[config.mk]
export PLATFORM = sky130hd
export DESIGN_NAME = cu_intra_decoder
export DESIGN_NICKNAME = d
export VERILOG_FILES = /design/src/source/cu_intra_pkg.sv /design/src/source/syntax_elem_if.sv /design/src/source/cu_intra_decoder.sv /design/src/source/syntax_bin_engine.sv /design/src/source/intra_mode_sequencer.sv
export SDC_FILE = /design/constraint.sdc
export NUM_CORES = 1
export LEC_CHECK = 0
export BUFFER_PORTS_ARGS = -buffer_cell sky130_fd_sc_hd__buf_2
export CAP_MARGIN = 0
export CORE_MARGIN = 1
export CORE_UTILIZATION = 39
export DETAILED_ROUTE_END_ITERATION = 10
export PLACE_DENSITY = 0.59
export RECOVER_POWER = 50
export SLEW_MARGIN = 0
export SYNTH_ARGS = -nofsm -noshare
export SYNTH_HDL_FRONTEND = slang
export SYNTH_SLANG_ARGS = --single-unit
[constraint.sdc]
create_clock -name clk -period 4.05 [get_ports clk]
set_clock_uncertainty 0.1 [all_clocks]
set_input_delay 0.6075 -clock clk [delete_from_list [all_inputs] [get_ports clk]]
set_output_delay 0.6075 -clock clk [all_outputs]
set_load 0.03 [all_outputs]
[src/source/cu_intra_pkg.sv]
// shared widths, element kinds and context bases for the intra CU decoder
// context indices are placeholders for one flat context memory, base plus init type
// chroma is decoded once per CU, 4:2:0 only

package cu_intra_pkg;

    localparam int CTX_IDX_W  = 10;
    localparam int ELEM_VAL_W = 5;
    localparam int NUM_PB     = 4;
    localparam int PB_IDX_W   = $clog2(NUM_PB);

    // slice_type as coded in the slice header
    typedef enum logic [1:0] {
        SLICE_B = 2'd0,
        SLICE_P = 2'd1,
        SLICE_I = 2'd2
    } slice_type_t;

    // cabac init type, 0 to 2
    typedef logic [1:0] init_type_t;

    typedef enum logic [1:0] {
        ELEM_PREV_FLAG = 2'd0,
        ELEM_MPM_IDX   = 2'd1,
        ELEM_REM_MODE  = 2'd2,
        ELEM_CHROMA    = 2'd3
    } elem_kind_t;

    // three contexts each, one per init type
    localparam logic [CTX_IDX_W-1:0] CTX_PREV_LUMA_BASE = 10'd60;
    localparam logic [CTX_IDX_W-1:0] CTX_CHROMA_BASE    = 10'd63;

    // derived chroma mode
    localparam logic [2:0] CHROMA_DM = 3'd4;

    // P and B swap their tables when cabac_init_flag is set
    function automatic init_type_t init_type_of(slice_type_t st, logic init_flag);
        init_type_t it;
        case (st)
            SLICE_I: it = 2'd0;
            SLICE_P: it = init_flag ? 2'd2 : 2'd1;
            default: it = init_flag ? 2'd1 : 2'd2;
        endcase
        return it;
    endfunction

endpackage
[src/source/syntax_elem_if.sv]
// element handshake between the sequencer and the bin engine
// one element in flight; done_valid is a single-cycle pulse

`timescale 1ns/1ps

interface syntax_elem_if
    import cu_intra_pkg::*;
();

    logic                  elem_valid;
    elem_kind_t            elem_kind;
    init_type_t            init_type;
    logic                  elem_ready;
    logic                  done_valid;
    logic [ELEM_VAL_W-1:0] done_value;

    modport seq (
        output elem_valid,
        output elem_kind,
        output init_type,
        input  elem_ready,
        input  done_valid,
        input  done_value
    );

    modport eng (
        input  elem_valid,
        input  elem_kind,
        input  init_type,
        output elem_ready,
        output done_valid,
        output done_value
    );

endinterface

[src/source/cu_intra_decoder.sv]
// intra prediction syntax decoder for one HEVC CU, fed by an external CABAC bin decoder
// part_nxn, slice_type and cabac_init_flag are sampled when cu_valid meets cu_ready
// for 2Nx2N only entry 0 of the record is meaningful, the others read zero

`timescale 1ns/1ps

module cu_intra_decoder
    import cu_intra_pkg::*;
(
    input  logic                         clk,
    input  logic                         rst_n,
    input  logic                         cu_valid,
    output logic                         cu_ready,
    input  logic                         part_nxn,
    input  slice_type_t                  slice_type,
    input  logic                         cabac_init_flag,
    output logic                         bin_req_valid,
    input  logic                         bin_req_ready,
    output logic [CTX_IDX_W-1:0]         bin_ctx_idx,
    output logic                         bin_bypass,
    input  logic                         bin_valid,
    input  logic                         bin_value,
    output logic                         out_valid,
    input  logic                         out_ready,
    output logic [NUM_PB-1:0]            prev_flags,
    output logic [2*NUM_PB-1:0]          mpm_idx_all,
    output logic [ELEM_VAL_W*NUM_PB-1:0] rem_mode_all,
    output logic [2:0]                   chroma_mode
);

    syntax_elem_if elem_if ();

    intra_mode_sequencer seq_i (
        .clk,
        .rst_n,
        .cu_valid,
        .cu_ready,
        .part_nxn,
        .slice_type,
        .cabac_init_flag,
        .elem         (elem_if),
        .out_valid,
        .out_ready,
        .prev_flags,
        .mpm_idx_all,
        .rem_mode_all,
        .chroma_mode
    );

    syntax_bin_engine eng_i (
        .clk,
        .rst_n,
        .elem          (elem_if),
        .bin_req_valid,
        .bin_req_ready,
        .bin_ctx_idx,
        .bin_bypass,
        .bin_valid,
        .bin_value
    );

endmodule

[src/source/syntax_bin_engine.sv]
// decodes one syntax element per handshake by requesting bins one at a time
// only one bin request is outstanding; the next waits for bin_valid

`timescale 1ns/1ps

module syntax_bin_engine
    import cu_intra_pkg::*;
(
    input  logic                 clk,
    input  logic                 rst_n,
    syntax_elem_if.eng           elem,
    output logic                 bin_req_valid,
    input  logic                 bin_req_ready,
    output logic [CTX_IDX_W-1:0] bin_ctx_idx,
    output logic                 bin_bypass,
    input  logic                 bin_valid,
    input  logic                 bin_value
);

    typedef enum logic [1:0] {
        E_IDLE,
        E_REQ,
        E_WAIT,
        E_DONE
    } eng_state_t;

    eng_state_t            state;
    elem_kind_t            kind_q;
    init_type_t            init_q;
    logic [2:0]            bin_cnt;
    logic [ELEM_VAL_W-1:0] val_q;
    logic [ELEM_VAL_W-1:0] val_next;
    logic                  elem_end;

    assign elem.elem_ready = (state == E_IDLE);
    assign elem.done_valid = (state == E_DONE);
    assign elem.done_value = val_q;
    assign bin_req_valid   = (state == E_REQ);

    // only the prev flag and the first chroma bin are context coded
    always_comb begin
        bin_bypass  = 1'b1;
        bin_ctx_idx = '0;
        if (kind_q == ELEM_PREV_FLAG) begin
            bin_bypass  = 1'b0;
            bin_ctx_idx = CTX_PREV_LUMA_BASE + CTX_IDX_W'(init_q);
        end else if (kind_q == ELEM_CHROMA && bin_cnt == 3'd0) begin
            bin_bypass  = 1'b0;
            bin_ctx_idx = CTX_CHROMA_BASE + CTX_IDX_W'(init_q);
        end
    end

    // binarization, bin_cnt holds the bins already received
    always_comb begin
        val_next = {val_q[ELEM_VAL_W-2:0], bin_value};
        elem_end = 1'b1;
        case (kind_q)
            ELEM_MPM_IDX: begin
                // truncated unary, cMax 2
                val_next = val_q + ELEM_VAL_W'(bin_value);
                elem_end = !bin_value || bin_cnt == 3'd1;
            end
            ELEM_REM_MODE: begin
                elem_end = (bin_cnt == 3'd4);
            end
            ELEM_CHROMA: begin
                if (bin_cnt == 3'd0 && !bin_value) begin
                    val_next = ELEM_VAL_W'(CHROMA_DM);
                end else begin
                    // leading 1 falls off after the two bypass bins
                    val_next      = '0;
                    val_next[1:0] = {val_q[0], bin_value};
                end
                elem_end = (bin_cnt == 3'd0 && !bin_value) || bin_cnt == 3'd2;
            end
            default: elem_end = 1'b1;
        endcase
    end

    always_ff @(posedge clk) begin
        if (!rst_n) begin
            state   <= E_IDLE;
            kind_q  <= ELEM_PREV_FLAG;
            bin_cnt <= '0;
        end else begin
            case (state)
                E_IDLE: begin
                    if (elem.elem_valid) begin
                        state   <= E_REQ;
                        kind_q  <= elem.elem_kind;
                        bin_cnt <= '0;
                    end
                end
                E_REQ: begin
                    if (bin_req_ready) begin
                        state <= E_WAIT;
                    end
                end
                E_WAIT: begin
                    if (bin_valid) begin
                        bin_cnt <= bin_cnt + 3'd1;
                        state   <= elem_end ? E_DONE : E_REQ;
                    end
                end
                default: state <= E_IDLE;
            endcase
        end
    end

    always_ff @(posedge clk) begin
        if (state == E_IDLE && elem.elem_valid) begin
            init_q <= elem.init_type;
            val_q  <= '0;
        end else if (state == E_WAIT && bin_valid) begin
            val_q <= val_next;
        end
    end

endmodule

[src/source/intra_mode_sequencer.sv]
// CU level FSM: prev flags, then mpm_idx or rem mode per block, then chroma
// the record is cleared at acceptance and stays stable while out_valid waits on out_ready

`timescale 1ns/1ps

module intra_mode_sequencer
    import cu_intra_pkg::*;
(
    input  logic                         clk,
    input  logic                         rst_n,
    input  logic                         cu_valid,
    output logic                         cu_ready,
    input  logic                         part_nxn,
    input  slice_type_t                  slice_type,
    input  logic                         cabac_init_flag,
    syntax_elem_if.seq                   elem,
    output logic                         out_valid,
    input  logic                         out_ready,
    output logic [NUM_PB-1:0]            prev_flags,
    output logic [2*NUM_PB-1:0]          mpm_idx_all,
    output logic [ELEM_VAL_W*NUM_PB-1:0] rem_mode_all,
    output logic [2:0]                   chroma_mode
);

    typedef enum logic [1:0] {
        S_IDLE,
        S_ELEM,
        S_WAIT,
        S_OUT
    } seq_state_t;

    seq_state_t          state;
    elem_kind_t          cur_kind;
    logic [PB_IDX_W-1:0] pb_idx;
    logic [PB_IDX_W-1:0] next_pb;
    logic [PB_IDX_W-1:0] luma_pb;
    logic                nxn_q;
    init_type_t          init_q;
    logic [NUM_PB-1:0]   flags_upd;
    logic                last_pb;
    elem_kind_t          luma_kind;

    assign cu_ready        = (state == S_IDLE);
    assign out_valid       = (state == S_OUT);
    assign elem.elem_valid = (state == S_ELEM);
    assign elem.elem_kind  = cur_kind;
    assign elem.init_type  = init_q;

    // flags including the one finishing this cycle
    always_comb begin
        flags_upd = prev_flags;
        if (cur_kind == ELEM_PREV_FLAG) begin
            flags_upd[pb_idx] = elem.done_value[0];
        end
    end

    assign last_pb = !nxn_q || (pb_idx == PB_IDX_W'(NUM_PB - 1));
    assign next_pb = pb_idx + PB_IDX_W'(1);

    // after the last flag the luma walk restarts at block 0
    assign luma_pb   = (cur_kind == ELEM_PREV_FLAG) ? '0 : next_pb;
    assign luma_kind = flags_upd[luma_pb] ? ELEM_MPM_IDX : ELEM_REM_MODE;

    always_ff @(posedge clk) begin
        if (!rst_n) begin
            state    <= S_IDLE;
            cur_kind <= ELEM_PREV_FLAG;
            pb_idx   <= '0;
        end else begin
            case (state)
                S_IDLE: begin
                    if (cu_valid) begin
                        state    <= S_ELEM;
                        cur_kind <= ELEM_PREV_FLAG;
                        pb_idx   <= '0;
                    end
                end
                S_ELEM: begin
                    if (elem.elem_ready) begin
                        state <= S_WAIT;
                    end
                end
                S_WAIT: begin
                    if (elem.done_valid) begin
                        state <= S_ELEM;
                        case (cur_kind)
                            ELEM_PREV_FLAG: begin
                                pb_idx <= last_pb ? '0 : next_pb;
                                if (last_pb) begin
                                    cur_kind <= luma_kind;
                                end
                            end
                            ELEM_MPM_IDX, ELEM_REM_MODE: begin
                                if (last_pb) begin
                                    cur_kind <= ELEM_CHROMA;
                                end else begin
                                    pb_idx   <= next_pb;
                                    cur_kind <= luma_kind;
                                end
                            end
                            default: state <= S_OUT;
                        endcase
                    end
                end
                default: begin
                    if (out_ready) begin
                        state <= S_IDLE;
                    end
                end
            endcase
        end
    end

    // command fields and mode record
    always_ff @(posedge clk) begin
        if (cu_valid && cu_ready) begin
            nxn_q        <= part_nxn;
            init_q       <= init_type_of(slice_type, cabac_init_flag);
            prev_flags   <= '0;
            mpm_idx_all  <= '0;
            rem_mode_all <= '0;
            chroma_mode  <= '0;
        end else if (state == S_WAIT && elem.done_valid) begin
            case (cur_kind)
                ELEM_PREV_FLAG: prev_flags <= flags_upd;
                ELEM_MPM_IDX:   mpm_idx_all[{pb_idx, 1'b0} +: 2] <= elem.done_value[1:0];
                ELEM_REM_MODE:  rem_mode_all[pb_idx*ELEM_VAL_W +: ELEM_VAL_W] <= elem.done_value;
                default:        chroma_mode <= elem.done_value[2:0];
            endcase
        end
    end

endmodule

==> flow_metrics.py <==
metrics = {
    "outcome": {
        "status": "completed",
    },
    "setup_path": {
        "critPathCapture": "bin_ctx_idx[5]",
        "end_kind": "output port",
        "r2r-start": "seq_i.pb_idx[0]",
        "r2r_slack_ns": 1.84,
        "worstPathRequired_ns": 3.34,
        "crit_path_top_delay_cell": "dfxtp_1",
        "critical_path.startpoint": "eng_i.bin_cnt[0]",
        "rr_worst_depth": 6,
        "crit_fanout": 5,
        "critPathTopFamily": "simple AND/OR/NAND/NOR gates",
        "crit_path_start_kind": "flip-flop",
        "worstPathArrival_ns": 1.89,
        "crit_type": "flip-flop to output port",
        "cp.depth": 6,
        "crit_chain": "inv_1 -> ha_1 -> nor2b_1 -> nand3_1 -> o22ai_1 -> buf_2",
        "rr_endpoint": "seq_i.rem_mode_all[1]",
        "cp.buffers_inverters": 2,
        "critPathMaxStageDelay_ns": 0.34,
    },
    "clock_tree": {
        "htreeDepth": 3,
        "cts_resized": 0,
        "cts_root_buf": "clkbuf_8",
        "cts_setup_buffers": 0,
        "ctsHoldBuffers": 0,
        "clockBufferDepth": 2,
        "path_clk_slew_ns": 0.07,
        "cts_tree": "done",
        "clk_latency_ns": 0.34,
        "cts_buffers": 9,
        "cts.sinks": 58,
    },
    "cells_and_area": {
        "layout.core_utilization": 0.473,
        "fin_nets": 437,
        "drive_gt1_frac": 0.116,
        "instances_no_fill": 513,
        "fin_area_sq_um": 3470,
        "antenna_cells": 0,
        "area_delta_synth_final_pct": 15.7,
    },
    "placement": {
        "io_buffers": 56,
        "place_congestion": 0.782,
        "place_hpwl_microns": 4940,
        "post-place-ws_ns": 1.80,
        "placed_area_sq_um": 3280,
        "dp.cells": 497,
    },
    "die": {
        "chipWidth_microns": 89.7,
        "die-area_sq_um": 8050,
        "fp.dieH_microns": 89.7,
        "coreArea_sq_um": 7330,
        "num_rows": 31,
        "boundaryPins": 60,
        "start_util": 0.409,
    },
    "synthesis": {
        "ys_async_sr_fraction": 0,
        "avgSynthCellArea_sq_um": 8.29,
        "syn_inst": 362,
        "ys_warn_count": 0,
        "syn_area_sq_um": 3000,
        "synth-edff-count": 5,
        "ys_ff_latch": 58,
        "synth_cell_types": 54,
        "yosysSeqAreaShare": 0.404,
        "synth-main-ff-cell": "dfxtp_1",
    },
    "grt": {
        "grt_overflow": 0,
        "grt_pass1_wl_microns": 11600,
        "grt_use_total": 0.180,
        "grt_pass1_vias": 2417,
        "antenna_found_initial": 0,
        "grt_start_max_net_pins": 27,
    },
    "sta": {
        "fmax_mhz": 386,
        "min_period_ns": 2.59,
        "rsz0062_at_grt": "no",
        "maxSlewViolCount": 0,
        "worst_pin_slew_ns": 0.886,
        "relSlewSlack": 0.409,
        "setup_viol": 0,
        "hold_violations": 0,
        "period_share": 0.640,
        "setup_tns_ns": 0,
        "setup_slack_ns": 1.46,
        "whs_ns": 0.325,
    },
    "routing": {
        "dr.pass1.iters": 4,
        "drtIter0Drc": 95,
        "post-route-drc-count": 0,
        "avgViaCountPerCell": 5.06,
        "antenna_left": 0,
        "wirelength_microns": 6840,
        "vias": 2594,
        "routedWlPerCell_microns": 13.3,
    },
    "flow_run": {
        "drv_cap": 0,
    },
    "power_and_ir_drop": {
        "total_power_mw": 1.65,
        "ir_worst_vdd_mv": 0.391,
        "power.density_nw_per_um2": 474,
        "p_leak_nw": 1.40,
    },
    "worst_hold_path": {
        "hold_class": "flip-flop to flip-flop",
    },
}
[cell families after synthesis]
kind of cell,count (synthesis),synth area share
AO/OA/AOI/OAI,74,0.151
XOR/XNOR,2,0.00584
adder cells (fa/ha/maj),17,0.0709
buffers and inverters,42,0.0692
flip-flops,58,0.404
multiplexers,14,0.0471
other,1,0.00125
AND/OR/NAND/NOR,154,0.251
[layout make-up]
cell class                      count  area, sq um
Fill cell                         735         3860
Multi-Input combinational cell    264         1580
Sequential cell                    58         1210
Timing Repair Buffer               57          244
Clock buffer                       14          226
Tap cell                           99          124
Inverter                           19         71.3
Clock inverter                      2         10.0
[how the worst min path moves through the flow]
stage / cells after the start / to / slack [ns] / startpoint
2_1_floorplan: 0 / eng_i.init_q[0] / 0.30 / seq_i.elem.init_type[0]
3_3_place_gp: 0 / eng_i.init_q[1] / 0.30 / seq_i.elem.init_type[1]
3_5_place_dp: 0 / eng_i.init_q[0] / 0.31 / seq_i.elem.init_type[0]
4_1_cts: 0 / eng_i.init_q[0] / 0.32 / seq_i.elem.init_type[0]
5_1_grt: 1 / seq_i.nxn_q / 0.33 / part_nxn
6_report: 0 / eng_i.init_q[1] / 0.32 / seq_i.elem.init_type[1]
[metal layers]
layer / vias up / wire, microns / track usage
met1: 1198 / 3430 / 0.239
met5: - / 0 / 0
met4: 0 / 120 / 0.0820
li1: 1329 / - / -
met2: 58 / 3000 / 0.272
met3: 9 / 291 / 0.0474
[flip-flops by register name, summed over array words and instances, names as in the netlist]
signal                 cells
seq_i.rem_mode_all        20
seq_i.mpm_idx_all          8
eng_i.elem.done_value      5
seq_i.prev_flags           4
eng_i.bin_cnt              3
seq_i.chroma_mode          3
eng_i.init_q               2
eng_i.kind_q               2
eng_i.state                2
seq_i.elem.elem_kind       2
seq_i.elem.init_type       2
seq_i.pb_idx               2
seq_i.state                2
seq_i.nxn_q                1
[worst reg2reg max path: stages, from the launching register on]
cell	delay, ns
dfxtp_1	0.56
inv_2	0.13
ha_1	0.42
nor3b_1	0.54
and2_1	0.23
nand2_1	0.06
a21oi_1	0.11
[synth_stat cells (all sizes together) (7+ instances only)]
library cell / instances / area [sq um]
nor2: 21 / 78.8
nand3: 25 / 125
o21ai: 8 / 40.0
and2: 14 / 90.1
dfxtp: 53 / 1060
ha: 17 / 213
inv: 18 / 67.6
buf: 16 / 109
clkbuf: 7 / 27.5
nand2: 66 / 248
a21oi: 40 / 200
mux2i: 13 / 130
[power by group]
group	leakage [nW]	internal (mW)	switching, mW	total [mW]
clock network	0.124	0.366	0.242	0.608
registers	0.475	0.626	0.0741	0.700
logic	0.797	0.109	0.228	0.338
[cells in the final DEF (no fill, tap or decap), types with 3 or more instances in the layout]
master,instances
dfxtp_1,53
nor2b_1,4
a21oi_1,40
nand2_1,66
ha_1,17
nand2b_1,4
buf_2,21
edfxtp_1,5
clkbuf_1,35
clkbuf_16,3
and3_2,4
nor2_1,21
and2_1,12
nand3_1,25
o21ai_0,8
inv_1,17
a31oi_1,3
nor3b_1,4
conb_1,3
mux2i_1,13
clkbuf_8,11
nor3_1,4
No activity file was read; power rests on OpenSTA's default activity.
